[src/rtl/rom_check_params.svh]
/*
  Build-time configuration of the ROM integrity checker.
  ROM_DEPTH must be a power of two and ROM_AW must equal its log2.
  ROM_DIGEST_WORDS is tied to the two-lane hash engine and must stay 2.
*/
`ifndef ROM_CHECK_PARAMS_SVH
`define ROM_CHECK_PARAMS_SVH

// Number of 32-bit words in the ROM image
`define ROM_DEPTH 32
// Address width of the ROM
`define ROM_AW 5
// Words at the top of the image that hold the expected digest
`define ROM_DIGEST_WORDS 2

// Initial values of the two hash lanes
`define HASH_SEED0 32'h6a09e667
`define HASH_SEED1 32'hbb67ae85

`endif
[src/rtl/rom_hash_pkg.sv]
/*
  Types of the word stream into the hash engine and of its result.
  Compile this package before rom_check_pkg, which builds on its digest type.
  The digest keeps word 0 in the least significant bits.
*/
`include "rom_check_params.svh"

package rom_hash_pkg;

  // One word as read from the ROM
  typedef logic [31:0] rom_word_t;

  // The digest is an array of words with word 0 at the bottom
  typedef rom_word_t [`ROM_DIGEST_WORDS-1:0] digest_t;

  // One beat of the hash stream
  // The last flag marks the final low word of the image
  typedef struct packed {
    rom_word_t data;
    logic      last;
  } hash_beat_t;

endpackage

[src/rtl/rom_check_pkg.sv]
/*
  Checker sequencing state and the reports sent to the power and key managers.
  Needs rom_hash_pkg compiled first.
  The state encoding is a plain binary enum with no fault hardening.
*/
package rom_check_pkg;

  // Linear sequence of the checker
  // RomAhead and HashAhead are the two sides of the race between ROM and hash
  typedef enum logic [2:0] {
    ReadingLow  = 3'd0,
    ReadingHigh = 3'd1,
    RomAhead    = 3'd2,
    HashAhead   = 3'd3,
    Checking    = 3'd4,
    Done        = 3'd5,
    Invalid     = 3'd6
  } check_state_e;

  // Power manager sees completion and the compare result
  typedef struct packed {
    logic done;
    logic good;
  } pwr_report_t;

  // Key manager gets the computed digest once the check has finished
  typedef struct packed {
    rom_hash_pkg::digest_t digest;
    logic                  valid;
  } key_report_t;

endpackage

[src/rtl/rom_check_top.sv]
/*
  Boot-time ROM integrity checker.
  The ROM sits outside and must answer rom_req_o with data one cycle later.
  rom_select_o stays high until the check is done and the ROM is handed back.
  The alert covers both the sequencer and the compare consistency checks.
*/
`timescale 1ns/1ps
`include "rom_check_params.svh"

module rom_check_top (
  input  logic                                 clk_i,
  input  logic                                 rst_ni,
  input  rom_hash_pkg::rom_word_t              rom_data_i,
  output logic                                 rom_req_o,
  output logic [`ROM_AW-1:0]                   rom_addr_o,
  output logic                                 rom_select_o,
  output rom_hash_pkg::rom_word_t              exp_digest_o,
  output logic                                 exp_digest_vld_o,
  output logic [$clog2(`ROM_DIGEST_WORDS)-1:0] exp_digest_idx_o,
  output rom_hash_pkg::digest_t                digest_o,
  output logic                                 digest_vld_o,
  output rom_check_pkg::pwr_report_t           pwr_report_o,
  output rom_check_pkg::key_report_t           key_report_o,
  output logic                                 alert_o
);

  import rom_hash_pkg::*;

  logic               data_rdy;
  logic [`ROM_AW-1:0] data_addr;
  logic               data_last_low;
  logic               counter_done;
  hash_beat_t         hash_beat;
  logic               hash_valid;
  logic               hash_ready;
  logic               hash_done;
  digest_t            digest;
  logic               cmp_start;
  logic               cmp_done;
  logic               cmp_good;
  logic               cmp_alert;
  logic               fsm_done;
  logic               fsm_good;
  logic               fsm_alert;

  rom_addr_counter u_counter (
    .clk_i           (clk_i),
    .rst_ni          (rst_ni),
    .data_rdy_i      (data_rdy),
    .read_req_o      (rom_req_o),
    .read_addr_o     (rom_addr_o),
    .data_addr_o     (data_addr),
    .data_last_low_o (data_last_low),
    .done_o          (counter_done)
  );

  rom_hash u_hash (
    .clk_i        (clk_i),
    .rst_ni       (rst_ni),
    .beat_i       (hash_beat),
    .beat_valid_i (hash_valid),
    .beat_ready_o (hash_ready),
    .done_o       (hash_done),
    .digest_o     (digest)
  );

  rom_check_fsm u_fsm (
    .clk_i           (clk_i),
    .rst_ni          (rst_ni),
    .rom_data_i      (rom_data_i),
    .counter_done_i  (counter_done),
    .data_addr_i     (data_addr),
    .data_last_low_i (data_last_low),
    .hash_ready_i    (hash_ready),
    .hash_done_i     (hash_done),
    .cmp_done_i      (cmp_done),
    .cmp_good_i      (cmp_good),
    .data_rdy_o      (data_rdy),
    .hash_beat_o     (hash_beat),
    .hash_valid_o    (hash_valid),
    .exp_vld_o       (exp_digest_vld_o),
    .exp_idx_o       (exp_digest_idx_o),
    .cmp_start_o     (cmp_start),
    .done_o          (fsm_done),
    .good_o          (fsm_good),
    .alert_o         (fsm_alert)
  );

  digest_compare u_compare (
    .clk_i      (clk_i),
    .rst_ni     (rst_ni),
    .exp_vld_i  (exp_digest_vld_o),
    .exp_idx_i  (exp_digest_idx_o),
    .exp_word_i (rom_data_i),
    .digest_i   (digest),
    .start_i    (cmp_start),
    .done_o     (cmp_done),
    .good_o     (cmp_good),
    .alert_o    (cmp_alert)
  );

  // Expected words are the raw ROM data seen while the top part is read
  assign exp_digest_o = rom_data_i;
  assign digest_o     = digest;
  assign digest_vld_o = hash_done;

  assign rom_select_o = ~fsm_done;
  assign pwr_report_o = '{done: fsm_done, good: fsm_good};
  assign key_report_o = '{digest: digest, valid: fsm_done};
  assign alert_o      = fsm_alert | cmp_alert;

endmodule

[src/rtl/digest_compare.sv]
/*
  Holds the expected digest words snooped from the ROM top.
  After start it compares one word per cycle against the computed digest.
  done_o comes ROM_DIGEST_WORDS cycles after start and good_o then holds.
  A second start or an index past the last word raises the alert.
*/
`timescale 1ns/1ps
`include "rom_check_params.svh"

module digest_compare (
  input  logic                                 clk_i,
  input  logic                                 rst_ni,
  input  logic                                 exp_vld_i,
  input  logic [$clog2(`ROM_DIGEST_WORDS)-1:0] exp_idx_i,
  input  rom_hash_pkg::rom_word_t              exp_word_i,
  input  rom_hash_pkg::digest_t                digest_i,
  input  logic                                 start_i,
  output logic                                 done_o,
  output logic                                 good_o,
  output logic                                 alert_o
);

  import rom_hash_pkg::*;

  localparam int DIW = $clog2(`ROM_DIGEST_WORDS);
  // One spare index value so that running past the end is visible
  localparam int CW  = $clog2(`ROM_DIGEST_WORDS + 1);
  localparam logic [CW-1:0] LastIdx = CW'(`ROM_DIGEST_WORDS - 1);

  rom_word_t     exp_q [`ROM_DIGEST_WORDS];
  logic [CW-1:0] idx_q;
  logic          active_q;
  logic          started_q;
  logic          good_q;
  logic          match;

  always_ff @(posedge clk_i) begin
    if (exp_vld_i) begin
      exp_q[exp_idx_i] <= exp_word_i;
    end
  end

  assign match = (idx_q <= LastIdx) &&
                 (exp_q[idx_q[DIW-1:0]] == digest_i[idx_q[DIW-1:0]]);

  always_ff @(posedge clk_i or negedge rst_ni) begin
    if (!rst_ni) begin
      idx_q     <= '0;
      active_q  <= 1'b0;
      started_q <= 1'b0;
      good_q    <= 1'b0;
    end else if (start_i) begin
      idx_q     <= '0;
      active_q  <= 1'b1;
      started_q <= 1'b1;
      good_q    <= 1'b1;
    end else if (active_q) begin
      // Any mismatch clears good for the rest of the run
      good_q <= good_q & match;
      idx_q  <= idx_q + 1'b1;
      if (idx_q == LastIdx) begin
        active_q <= 1'b0;
      end
    end
  end

  // Done and good see the last word's result in the same cycle
  assign done_o  = active_q & (idx_q == LastIdx);
  assign good_o  = active_q ? (good_q & match) : good_q;
  assign alert_o = (start_i & started_q) | (active_q & (idx_q > LastIdx));

endmodule

[src/rtl/rom_check_fsm.sv]
/*
  Main sequencer of the ROM check.
  Feeds low ROM words to the hash and snoops the top words as expected digest.
  Any out-of-order done, or the counter losing done in Done, locks it in Invalid.
  Invalid raises the alert and is only left by reset.
*/
`timescale 1ns/1ps
`include "rom_check_params.svh"

module rom_check_fsm (
  input  logic                                  clk_i,
  input  logic                                  rst_ni,
  input  rom_hash_pkg::rom_word_t               rom_data_i,
  input  logic                                  counter_done_i,
  input  logic [`ROM_AW-1:0]                    data_addr_i,
  input  logic                                  data_last_low_i,
  input  logic                                  hash_ready_i,
  input  logic                                  hash_done_i,
  input  logic                                  cmp_done_i,
  input  logic                                  cmp_good_i,
  output logic                                  data_rdy_o,
  output rom_hash_pkg::hash_beat_t              hash_beat_o,
  output logic                                  hash_valid_o,
  output logic                                  exp_vld_o,
  output logic [$clog2(`ROM_DIGEST_WORDS)-1:0]  exp_idx_o,
  output logic                                  cmp_start_o,
  output logic                                  done_o,
  output logic                                  good_o,
  output logic                                  alert_o
);

  import rom_check_pkg::*;
  import rom_hash_pkg::*;

  localparam int DIW = $clog2(`ROM_DIGEST_WORDS);
  localparam logic [`ROM_AW-1:0] TopStart = `ROM_AW'(`ROM_DEPTH - `ROM_DIGEST_WORDS);

  check_state_e state_q;
  check_state_e state_d;
  logic         fsm_alert;
  logic         counter_alert;
  logic         rd_vld_q;
  logic         data_vld;
  logic         beat_load;
  hash_beat_t   beat_q;
  logic         beat_vld_q;
  logic         start_q;

  // A word is on rom_data_i when a request went out last cycle
  // Counter done masks the cycle after the top word
  assign data_vld  = rd_vld_q & ~counter_done_i;
  assign beat_load = data_vld & (state_q == ReadingLow);

  // In the low part only ask when the hash is ready and nothing is in flight
  // Then the beat register is always free when the word lands
  always_comb begin
    if (state_q == ReadingLow) begin
      data_rdy_o = hash_ready_i & ~rd_vld_q;
    end else begin
      data_rdy_o = state_q inside {ReadingHigh, HashAhead};
    end
  end

  always_comb begin
    state_d   = state_q;
    fsm_alert = 1'b0;
    unique case (state_q)
      ReadingLow: begin
        if (beat_load && data_last_low_i) begin
          state_d = ReadingHigh;
        end
      end
      ReadingHigh: begin
        unique case ({hash_done_i, counter_done_i})
          2'b01:   state_d = RomAhead;
          2'b10:   state_d = HashAhead;
          2'b11:   state_d = Checking;
          default: state_d = ReadingHigh;
        endcase
      end
      RomAhead: begin
        if (hash_done_i) begin
          state_d = Checking;
        end
      end
      HashAhead: begin
        if (counter_done_i) begin
          state_d = Checking;
        end
      end
      Checking: begin
        if (cmp_done_i) begin
          state_d = Done;
        end
      end
      Done: begin
        state_d = Done;
      end
      default: begin
        // Invalid and the unused encoding end up here
        fsm_alert = 1'b1;
        state_d   = Invalid;
      end
    endcase

    // Done signals may only arrive in the states that expect them
    if ((cmp_done_i && !(state_q inside {Checking, Done})) ||
        (counter_done_i && (state_q == ReadingLow)) ||
        (hash_done_i && !(state_q inside {ReadingHigh, RomAhead}))) begin
      state_d = Invalid;
    end
    if (alert_o) begin
      state_d = Invalid;
    end
  end

  always_ff @(posedge clk_i or negedge rst_ni) begin
    if (!rst_ni) begin
      state_q    <= ReadingLow;
      rd_vld_q   <= 1'b0;
      beat_vld_q <= 1'b0;
      start_q    <= 1'b0;
    end else begin
      state_q  <= state_d;
      rd_vld_q <= data_rdy_o;
      if (beat_load) begin
        beat_vld_q <= 1'b1;
      end else if (hash_ready_i) begin
        beat_vld_q <= 1'b0;
      end
      // One-cycle start pulse in the first Checking cycle
      start_q <= (state_q != Checking) && (state_d == Checking);
    end
  end

  // Beat payload is captured with each returning low word
  always_ff @(posedge clk_i) begin
    if (beat_load) begin
      beat_q <= '{data: rom_data_i, last: data_last_low_i};
    end
  end

  assign hash_beat_o  = beat_q;
  assign hash_valid_o = beat_vld_q;

  // Top words pass by while reading high, indexed from the digest base
  assign exp_vld_o = data_vld & (state_q inside {ReadingHigh, HashAhead});
  assign exp_idx_o = DIW'(data_addr_i - TopStart);

  assign cmp_start_o = start_q;
  assign done_o      = (state_q == Done);
  assign good_o      = done_o & cmp_good_i;

  // Counter done must never drop again after the check has finished
  assign counter_alert = done_o & ~counter_done_i;
  assign alert_o       = fsm_alert | counter_alert;

endmodule

[src/rtl/rom_hash.sv]
/*
  Two-lane stand-in for the KMAC engine with a valid/ready word stream.
  Ready drops for one absorb cycle after every accepted beat.
  After the beat flagged last, done_o pulses once and further beats are refused.
  Only reset restarts the hash.
*/
`timescale 1ns/1ps
`include "rom_check_params.svh"

module rom_hash (
  input  logic                     clk_i,
  input  logic                     rst_ni,
  input  rom_hash_pkg::hash_beat_t beat_i,
  input  logic                     beat_valid_i,
  output logic                     beat_ready_o,
  output logic                     done_o,
  output rom_hash_pkg::digest_t    digest_o
);

  import rom_hash_pkg::*;

  rom_word_t lane0_q;
  rom_word_t lane1_q;
  rom_word_t lane0_d;
  rom_word_t lane1_d;
  logic      busy_q;
  logic      fin_q;
  logic      done_q;
  logic      accept;

  // Busy comes out of reset set, so ready stays low for the first cycle
  assign beat_ready_o = ~busy_q & ~fin_q;
  assign accept       = beat_valid_i & beat_ready_o;

  // Lane 0 rotates left by 5 and folds in the word
  // Lane 1 accumulates the word mixed with the new lane 0
  always_comb begin
    lane0_d = {lane0_q[26:0], lane0_q[31:27]} ^ beat_i.data;
    lane1_d = lane1_q + (beat_i.data ^ lane0_d);
  end

  always_ff @(posedge clk_i or negedge rst_ni) begin
    if (!rst_ni) begin
      lane0_q <= `HASH_SEED0;
      lane1_q <= `HASH_SEED1;
      busy_q  <= 1'b1;
      fin_q   <= 1'b0;
      done_q  <= 1'b0;
    end else begin
      busy_q <= accept;
      done_q <= accept & beat_i.last;
      if (accept) begin
        lane0_q <= lane0_d;
        lane1_q <= lane1_d;
        if (beat_i.last) begin
          fin_q <= 1'b1;
        end
      end
    end
  end

  assign done_o   = done_q;
  // Lanes stop moving once fin_q is set, so the digest is stable from done on
  assign digest_o = {lane1_q, lane0_q};

endmodule

[src/rtl/rom_addr_counter.sv]
/*
  Address generator for the boot-time ROM read.
  Each address from 0 to ROM_DEPTH-1 is requested exactly once.
  The ROM must return data one cycle after the request.
  done_o rises the cycle after the top word was on the data bus and stays set.
*/
`timescale 1ns/1ps
`include "rom_check_params.svh"

module rom_addr_counter (
  input  logic               clk_i,
  input  logic               rst_ni,
  input  logic               data_rdy_i,
  output logic               read_req_o,
  output logic [`ROM_AW-1:0] read_addr_o,
  output logic [`ROM_AW-1:0] data_addr_o,
  output logic               data_last_low_o,
  output logic               done_o
);

  localparam logic [`ROM_AW-1:0] TopAddr     = `ROM_AW'(`ROM_DEPTH - 1);
  localparam logic [`ROM_AW-1:0] LastLowAddr = `ROM_AW'(`ROM_DEPTH - `ROM_DIGEST_WORDS - 1);

  logic [`ROM_AW-1:0] addr_q;
  logic [`ROM_AW-1:0] data_addr_q;
  logic               issued_all_q;
  logic               data_vld_q;
  logic               done_q;

  // A request only goes out when the consumer can take the returning word
  assign read_req_o = data_rdy_i & ~issued_all_q;

  always_ff @(posedge clk_i or negedge rst_ni) begin
    if (!rst_ni) begin
      addr_q       <= '0;
      data_addr_q  <= '0;
      issued_all_q <= 1'b0;
      data_vld_q   <= 1'b0;
      done_q       <= 1'b0;
    end else begin
      // Data for this cycle's request shows up on the bus next cycle
      data_vld_q <= read_req_o;
      if (read_req_o) begin
        data_addr_q <= addr_q;
        if (addr_q == TopAddr) begin
          issued_all_q <= 1'b1;
        end else begin
          addr_q <= addr_q + 1'b1;
        end
      end
      // Sticky once the top word has been delivered
      if (data_vld_q && (data_addr_q == TopAddr)) begin
        done_q <= 1'b1;
      end
    end
  end

  assign read_addr_o     = addr_q;
  assign data_addr_o     = data_addr_q;
  assign data_last_low_o = data_vld_q & (data_addr_q == LastLowAddr);
  assign done_o          = done_q;

endmodule

[config.mk]
export PLATFORM = sky130hd
export DESIGN_NAME = rom_check_top
export DESIGN_NICKNAME = d
export VERILOG_FILES = /design/src/rtl/rom_hash_pkg.sv /design/src/rtl/rom_check_pkg.sv /design/src/rtl/rom_check_top.sv /design/src/rtl/digest_compare.sv /design/src/rtl/rom_check_fsm.sv /design/src/rtl/rom_hash.sv /design/src/rtl/rom_addr_counter.sv
export VERILOG_INCLUDE_DIRS = /design/src /design/src/rtl
export SDC_FILE = /design/constraint.sdc
export NUM_CORES = 1
export LEC_CHECK = 0
export BUFFER_PORTS_ARGS = -buffer_cell sky130_fd_sc_hd__buf_2
export CORE_UTILIZATION = 50
export DETAILED_ROUTE_END_ITERATION = 12
export PLACE_DENSITY_LB_ADDON = 0.05
export SKIP_LAST_GASP = 1
export SLEW_MARGIN = 20
export SYNTH_ARGS = -nofsm -noshare
export SYNTH_HDL_FRONTEND = slang
export SYNTH_HIERARCHICAL = 1
export SYNTH_SLANG_ARGS = --single-unit
[constraint.sdc]
create_clock -name clk_i -period 3.05 [get_ports clk_i]
set_input_delay 0.4575 -clock clk_i [delete_from_list [all_inputs] [get_ports clk_i]]
set_output_delay 0.4575 -clock clk_i [all_outputs]
set_load 0.1 [all_outputs]
==> results.json, run 1 <==
{
  "crit_type": "register to primary output",
  "cp-start-kind": "register",
  "fin_setup_tns_ns": 0,
  "vias_per_cell": 5.43,
  "routabilityCongestion": 0.886,
  "grt_pass1_vias": 6670,
  "post-route-period-util": 0.987,
  "die_x_um": 145,
  "relSlewSlack": 0.615,
  "clockBufferDepth": 2,
  "synth_top_cell_by_area": "edfxtp_1",
  "synthesis.area_mm2": 0.0102,
  "syn_inst": 934,
  "max_freq_mhz": 332,
  "r2r-end": "u_hash/lane1_q[28]",
  "io_buffers": 207,
  "status": "finished with violations",
  "crit_arrival_ns": 2.55,
  "clkLatencyLatePin_ns": 0.44,
  "period_minus_slack_ns": 3.01,
  "start_util": 0.518,
  "dr.pass1.iters": 6,
  "synth_area_leaders": "edfxtp_1 (29%), dfrtp_1 (13%), xnor2_1 (9.4%)",
  "hold_viol": 2,
  "synthArstFlopShare": 0.484,
  "synth_top_family_by_area": "compound AO/OA/AOI/OAI gates",
  "synth_top_area_share": 0.285,
  "busiest_layer": "met2",
  "first_iter_violations": 591,
  "min_path_type": "input port to async pin",
  "cts_tree": "built",
  "rrSetupSlack_ns": 0.30,
  "hold_ws_ns": -0.00270,
  "synth_xor_area_frac": 0.107,
  "rows": 51,
  "synth-edff-count": 97,
  "avgSynthCellArea_um2": 10.9,
  "die_y_um": 145,
  "r2r-start": "u_hash/lane1_q[0]",
  "grt_util_met2": 0.406,
  "grt_use_total": 0.263,
  "muxShareOfSynthArea": 0.00980,
  "ios": 208,
  "antenna_left": 0,
  "gr-total-overflow": 0,
  "n_antenna_cell": 0,
  "clock_skew_ns": 0.0131,
  "setup_ws_ns": 0.0396,
  "final_nets": 1100,
  "ys_seq_area_frac": 0.513,
  "end_kind": "primary output",
  "cp_max_fo": 6,
  "drt_wl_total_mm": 27.0,
  "ys.flop_type": "edfxtp_1",
  "drive_above_1_share": 0.328,
  "ys_ff_latch": 188,
  "area_growth_pct": 12.1,
  "synth.net_count": 1009,
  "grt_use_met3": 0.0431,
  "cts_root_buf": "clkbuf_16",
  "rsz0062_at_grt": "false",
  "setup_viol_count_final": 0,
  "yosysWarnings": 6,
  "clkTransAtPathRegs_ns": 0.07,
  "antenna_found_initial": 0,
  "grt_pass1_wl_mm": 41.1,
  "tightest_slew_ns": 0.577,
  "r2r.worst_path.cells": 10,
  "dieArea_mm2": 0.0210,
  "cp.required_ns": 2.59,
  "synth-simple-area-share": 0.101,
  "slew_viol_final": 0,
  "synth_cell_type_count": 72,
  "cts_buffers": 17,
  "dpl.hpwl_mm": 20.0,
  "met1_usage": 0.381,
  "clock_sinks": 188,
  "maxCapViolCount": 0,
  "fp.coreArea_mm2": 0.0197,
  "htree_levels": 4,
  "violations": "hold timing",
  "synthAdderAreaFrac": 0.0510,
  "vias": 7076,
  "grt_max_degree": 54,
  "drc": 0,
  "wl_per_cell_um": 20.7,
  "synth_compound_gate_area_share": 0.114,
  "post-place-ws_ns": 0.293
}
logic make-up after synthesis:
kind of cell | after synthesis
AOI/OAI and AO/OA | 185
xor gates and xnor gates | 125
adders and majority gates | 41
buffers and inverters | 179
DFF | 188
muxes | 9
and+or+nand+nor | 207
stage by stage:
stage               instance area (µm²)  hold slack [ns]  utilization  instances
floorplan                         10200            0.162            -        934
global placement                  10800            0.457        0.549       1271
detailed placement                10800            0.453        0.549       1271
CTS                               11400           0.0208        0.580       1303
global route                      11500           0.0259        0.581       1303
finish                            11500         -0.00270        0.581       1303
Yosys cell counts (all sizes together), types with 3 or more instances:
master    n
nor3     10
o21bai    4
nor4      5
and2      5
dfrtp    55
o211ai    4
o21a      5
or2       6
edfxtp   97
mux2      8
a31oi     4
clkbuf   49
ha       40
o41ai     3
and3      5
o221ai    5
a211oi    7
a21oi    76
dfstp    36
nand3     8
nor2b     5
a21o      7
o21ai    52
xnor2   110
nand2b    4
nor2     52
inv      25
nand2    68
or4       3
xor2     15
nand3b    3
o31ai     5
buf     105
nand4    25
cell usage in the layout, fill, tap and decap left out, drive strengths merged, types with 8 or more instances in the layout:
cell / netlist / routed
buf: 105 / 226
xnor2: 110 / 110
edfxtp: 97 / 97
a21oi: 76 / 76
nand2: 68 / 68
dfrtp: 55 / 55
nor2: 52 / 52
o21ai: 52 / 52
ha: 40 / 40
dfstp: 36 / 36
inv: 25 / 34
nand4: 25 / 25
clkbuf: 49 / 19
xor2: 15 / 15
nor3: 10 / 10
nand3: 8 / 8
mux2: 8 / 8
routing by layer:
metal | wire (µm) | part of all wire | vias up
li1 | - | - | 3343
met1 | 12700 | 0.47 | 3437
met2 | 12200 | 0.45 | 267
met3 | 1580 | 0.058 | 29
met4 | 511 | 0.019 | 0
met5 | 0 | 0 | -
how the worst max path moves through the flow:
stage	start	to	slack (ns)	cells past startpoint
after floorplan	u_fsm/state_q[2]	u_compare/exp_q[0][0]	0.11	4
after global routing	u_hash/lane0_q[8]	pwr_report_o[0]	0.01	7
final	u_hash/lane0_q[8]	pwr_report_o[0]	0.04	7
after global placement	u_hash/lane0_q[9]	pwr_report_o[0]	0.30	7
after detailed placement	u_hash/lane0_q[9]	pwr_report_o[0]	0.29	7
after CTS	u_hash/lane0_q[4]	pwr_report_o[0]	0.04	7
final cells by class:
type | instances | area (µm²)
Clock buffer | 19 | 475
Clock inverter | 13 | 133
Fill cell | 1699 | 8270
Inverter | 25 | 93.8
Multi-Input combinational cell | 567 | 3950
Sequential cell | 188 | 5240
Tap cell | 265 | 332
Timing Repair Buffer | 226 | 1230
sequential cells by signal (all words and copies together) (netlist names):
signal / count
u_hash/lane0_q: 32
u_hash/done_o: 1
u_fsm/cmp_start_o: 1
u_hash/lane1_q: 32
u_compare/idx_q: 2
u_counter/done_o: 1
u_compare/exp_q: 64
u_compare/active_q: 1
u_fsm/hash_beat_o: 33
u_counter/read_addr_o: 5
u_compare/good_q: 1
u_fsm/hash_valid_o: 1
u_hash/fin_q: 1
u_counter/data_vld_q: 1
u_fsm/state_q: 3
u_hash/busy_q: 1
u_counter/data_addr_o: 5
u_compare/started_q: 1
u_counter/issued_all_q: 1
u_fsm/rd_vld_q: 1
timing repair:
| action | CTS | global route |
|---|---|---|
| pin swaps | 0 | 0 |
| hold buffers | 0 | 0 |
| buffers inserted | 0 | 0 |
| resized for setup | 3 | 1 |
| setup endpoints to repair | 1 | 1 |
worst max-delay path: stages (launching register included):
cell and delay [ns]:
dfrtp_1 0.47, xnor2_1 0.45, nand4_1 0.19, nor4_2 0.39, nand3_1 0.16, nand2_1 0.11
and2_1 0.17, buf_12 0.18
Power of run 1 is not shown: default switching activity piles up to over one toggle a cycle in this logic, so the estimate is an artifact.
==> inputs of run 2 (changes only) <==
--- a/config.mk
+++ b/config.mk
@@ -7,6 +7,7 @@
 export NUM_CORES = 1
 export LEC_CHECK = 0
 export BUFFER_PORTS_ARGS = -buffer_cell sky130_fd_sc_hd__buf_2
+export CORE_ASPECT_RATIO = 0.75
 export CORE_UTILIZATION = 50
 export DETAILED_ROUTE_END_ITERATION = 12
 export PLACE_DENSITY_LB_ADDON = 0.05
==> run 2 against run 1 <==
Against the previous run:
- the flow now finishes without violations
- count of clock-buffer cells in the layout decreased by 2
- wire length increased by 1.6%
- via count increased by 0.55%
- critical endpoint unchanged
==> results.json, run 2 (synthesized netlist as in run 1, its figures left out) <==
{
  "status": "finished, final reports clean",
  "n_antenna_cell": 0,
  "cp_max_fo": 5,
  "tightest_slew_ns": 0.618,
  "clock_sinks": 188,
  "final_nets": 1099,
  "grt_max_degree": 45,
  "first_iter_violations": 667,
  "r2r-start": "u_hash/lane0_q[27]",
  "clockBufferDepth": 2,
  "grt_pass1_vias": 6551,
  "clkTransAtPathRegs_ns": 0.08,
  "crit_arrival_ns": 2.43,
  "area_growth_pct": 11.7,
  "gr-total-overflow": 0,
  "antenna_found_initial": 0,
  "dpl.hpwl_mm": 20.1,
  "clkLatencyLatePin_ns": 0.44,
  "dieArea_mm2": 0.0210,
  "die_x_um": 167,
  "rrSetupSlack_ns": 0.28,
  "rsz0062_at_grt": "false",
  "fin_cells": 1290,
  "fin_setup_tns_ns": 0,
  "routabilityCongestion": 0.939,
  "period_minus_slack_ns": 2.89,
  "htree_levels": 4,
  "dpl.cell_count": 1258,
  "drt_wl_total_mm": 27.4,
  "drc": 0,
  "r2r.worst_path.cells": 10,
  "post-route-period-util": 0.946,
  "vias": 7115,
  "finish.utilization": 0.580,
  "die_y_um": 126,
  "cp-start-kind": "register",
  "cts_root_buf": "clkbuf_16",
  "dr.pass1.iters": 5,
  "layout_commonest_cell": "buf_2",
  "postCtsHoldBufs": 0,
  "end_kind": "primary output",
  "start_util": 0.520,
  "max_freq_mhz": 347,
  "clock_skew_ns": 0.0152,
  "io_buffers": 207,
  "fp.coreArea_mm2": 0.0197,
  "min_path_type": "input port to async pin",
  "maxCapViolCount": 0,
  "drive_above_1_share": 0.323,
  "wl_per_cell_um": 21.3,
  "hold_viol": 0,
  "slew_viol_final": 0,
  "cts_buffers": 17,
  "crit_type": "register to primary output",
  "ios": 208,
  "grt_use_total": 0.270,
  "cts_tree": "built",
  "final_cell_mix": "buf_2 (205), xnor2_1 (109), edfxtp_1 (97), a21oi_1 (71), nand2_1 (67)",
  "setup_viol_count_final": 0,
  "rows": 44,
  "r2r-end": "u_hash/lane1_q[16]",
  "largest_reg_flops": 64,
  "cp.required_ns": 2.59,
  "vias_per_cell": 5.52,
  "grt_pass1_wl_mm": 41.7,
  "relSlewSlack": 0.588,
  "largest-register": "u_compare/exp_q",
  "antenna_left": 0
}
run 2: cell count changes in the layout (fill, tap and decap cells not counted), sizes merged:
cell / previous run / this run
inv: 34 / 32
clkinv: 4 / 5
clkinvlp: 0 / 1
bufinv: 0 / 2
buf: 226 / 225
clkbuf: 19 / 17
run 2: worst max-delay path by stage:
| stage | slack, ns | cells after the start | startpoint | to |
|---|---|---|---|---|
| floorplan | 0.11 | 4 | u_fsm/state_q[2] | u_compare/exp_q[0][0] |
| global placement | 0.38 | 10 | u_hash/lane0_q[27] | u_hash/lane1_q[28] |
| detailed placement | 0.33 | 10 | u_hash/lane0_q[27] | u_hash/lane1_q[28] |
| CTS | 0.1 | 7 | u_hash/lane1_q[0] | pwr_report_o[0] |
| global route | 0.01 | 7 | u_hash/lane1_q[0] | pwr_report_o[0] |
| finish | 0.16 | 7 | u_hash/lane1_q[0] | pwr_report_o[0] |
run 2: stage by stage:
step | area (µm²) | setup WS, ns | hold slack, ns
6_report | 11400 | 0.165 | 0.00539
5_1_grt | 11400 | 0.0100 | 0.0292
4_1_cts | 11400 | 0.0981 | 0.0165
3_5_place_dp | 10800 | 0.330 | 0.451
3_3_place_gp | 10800 | 0.382 | 0.449
2_1_floorplan | 10200 | 0.107 | 0.162
run 2: repair_timing:
| item | 4_1_cts | 5_1_grt |
|---|---|---|
| endpoints found under the setup margin | 0 | 1 |
| endpoints found under the hold margin | 0 | 0 |
| resized for setup | 0 | 1 |
| setup buffers | 0 | 0 |
run 2: final cells by class:
type                            count  area [µm²]
Fill cell                        1644        8250
Sequential cell                   188        5240
Multi-Input combinational cell    567        3930
Timing Repair Buffer              225        1200
Clock buffer                       17         425
Tap cell                          253         317
Clock inverter                     15         203
Inverter                           25        93.8
run 2: worst max-delay path, cell delays in order, from the launching register on:
cell and delay, ns:
dfstp_2 0.57, xnor2_1 0.23, nand4_1 0.18, nor3_1 0.36, a32oi_1 0.19, nand2_1 0.11
and2_1 0.17, buf_12 0.18
run 2: per-layer routing:
layer,wire length (µm),global-route usage
met3,1970,0.0522
met5,0,0
met2,11500,0.377
met4,313,0.0621
met1,13700,0.425
Power of run 2 is left out for the same reason.
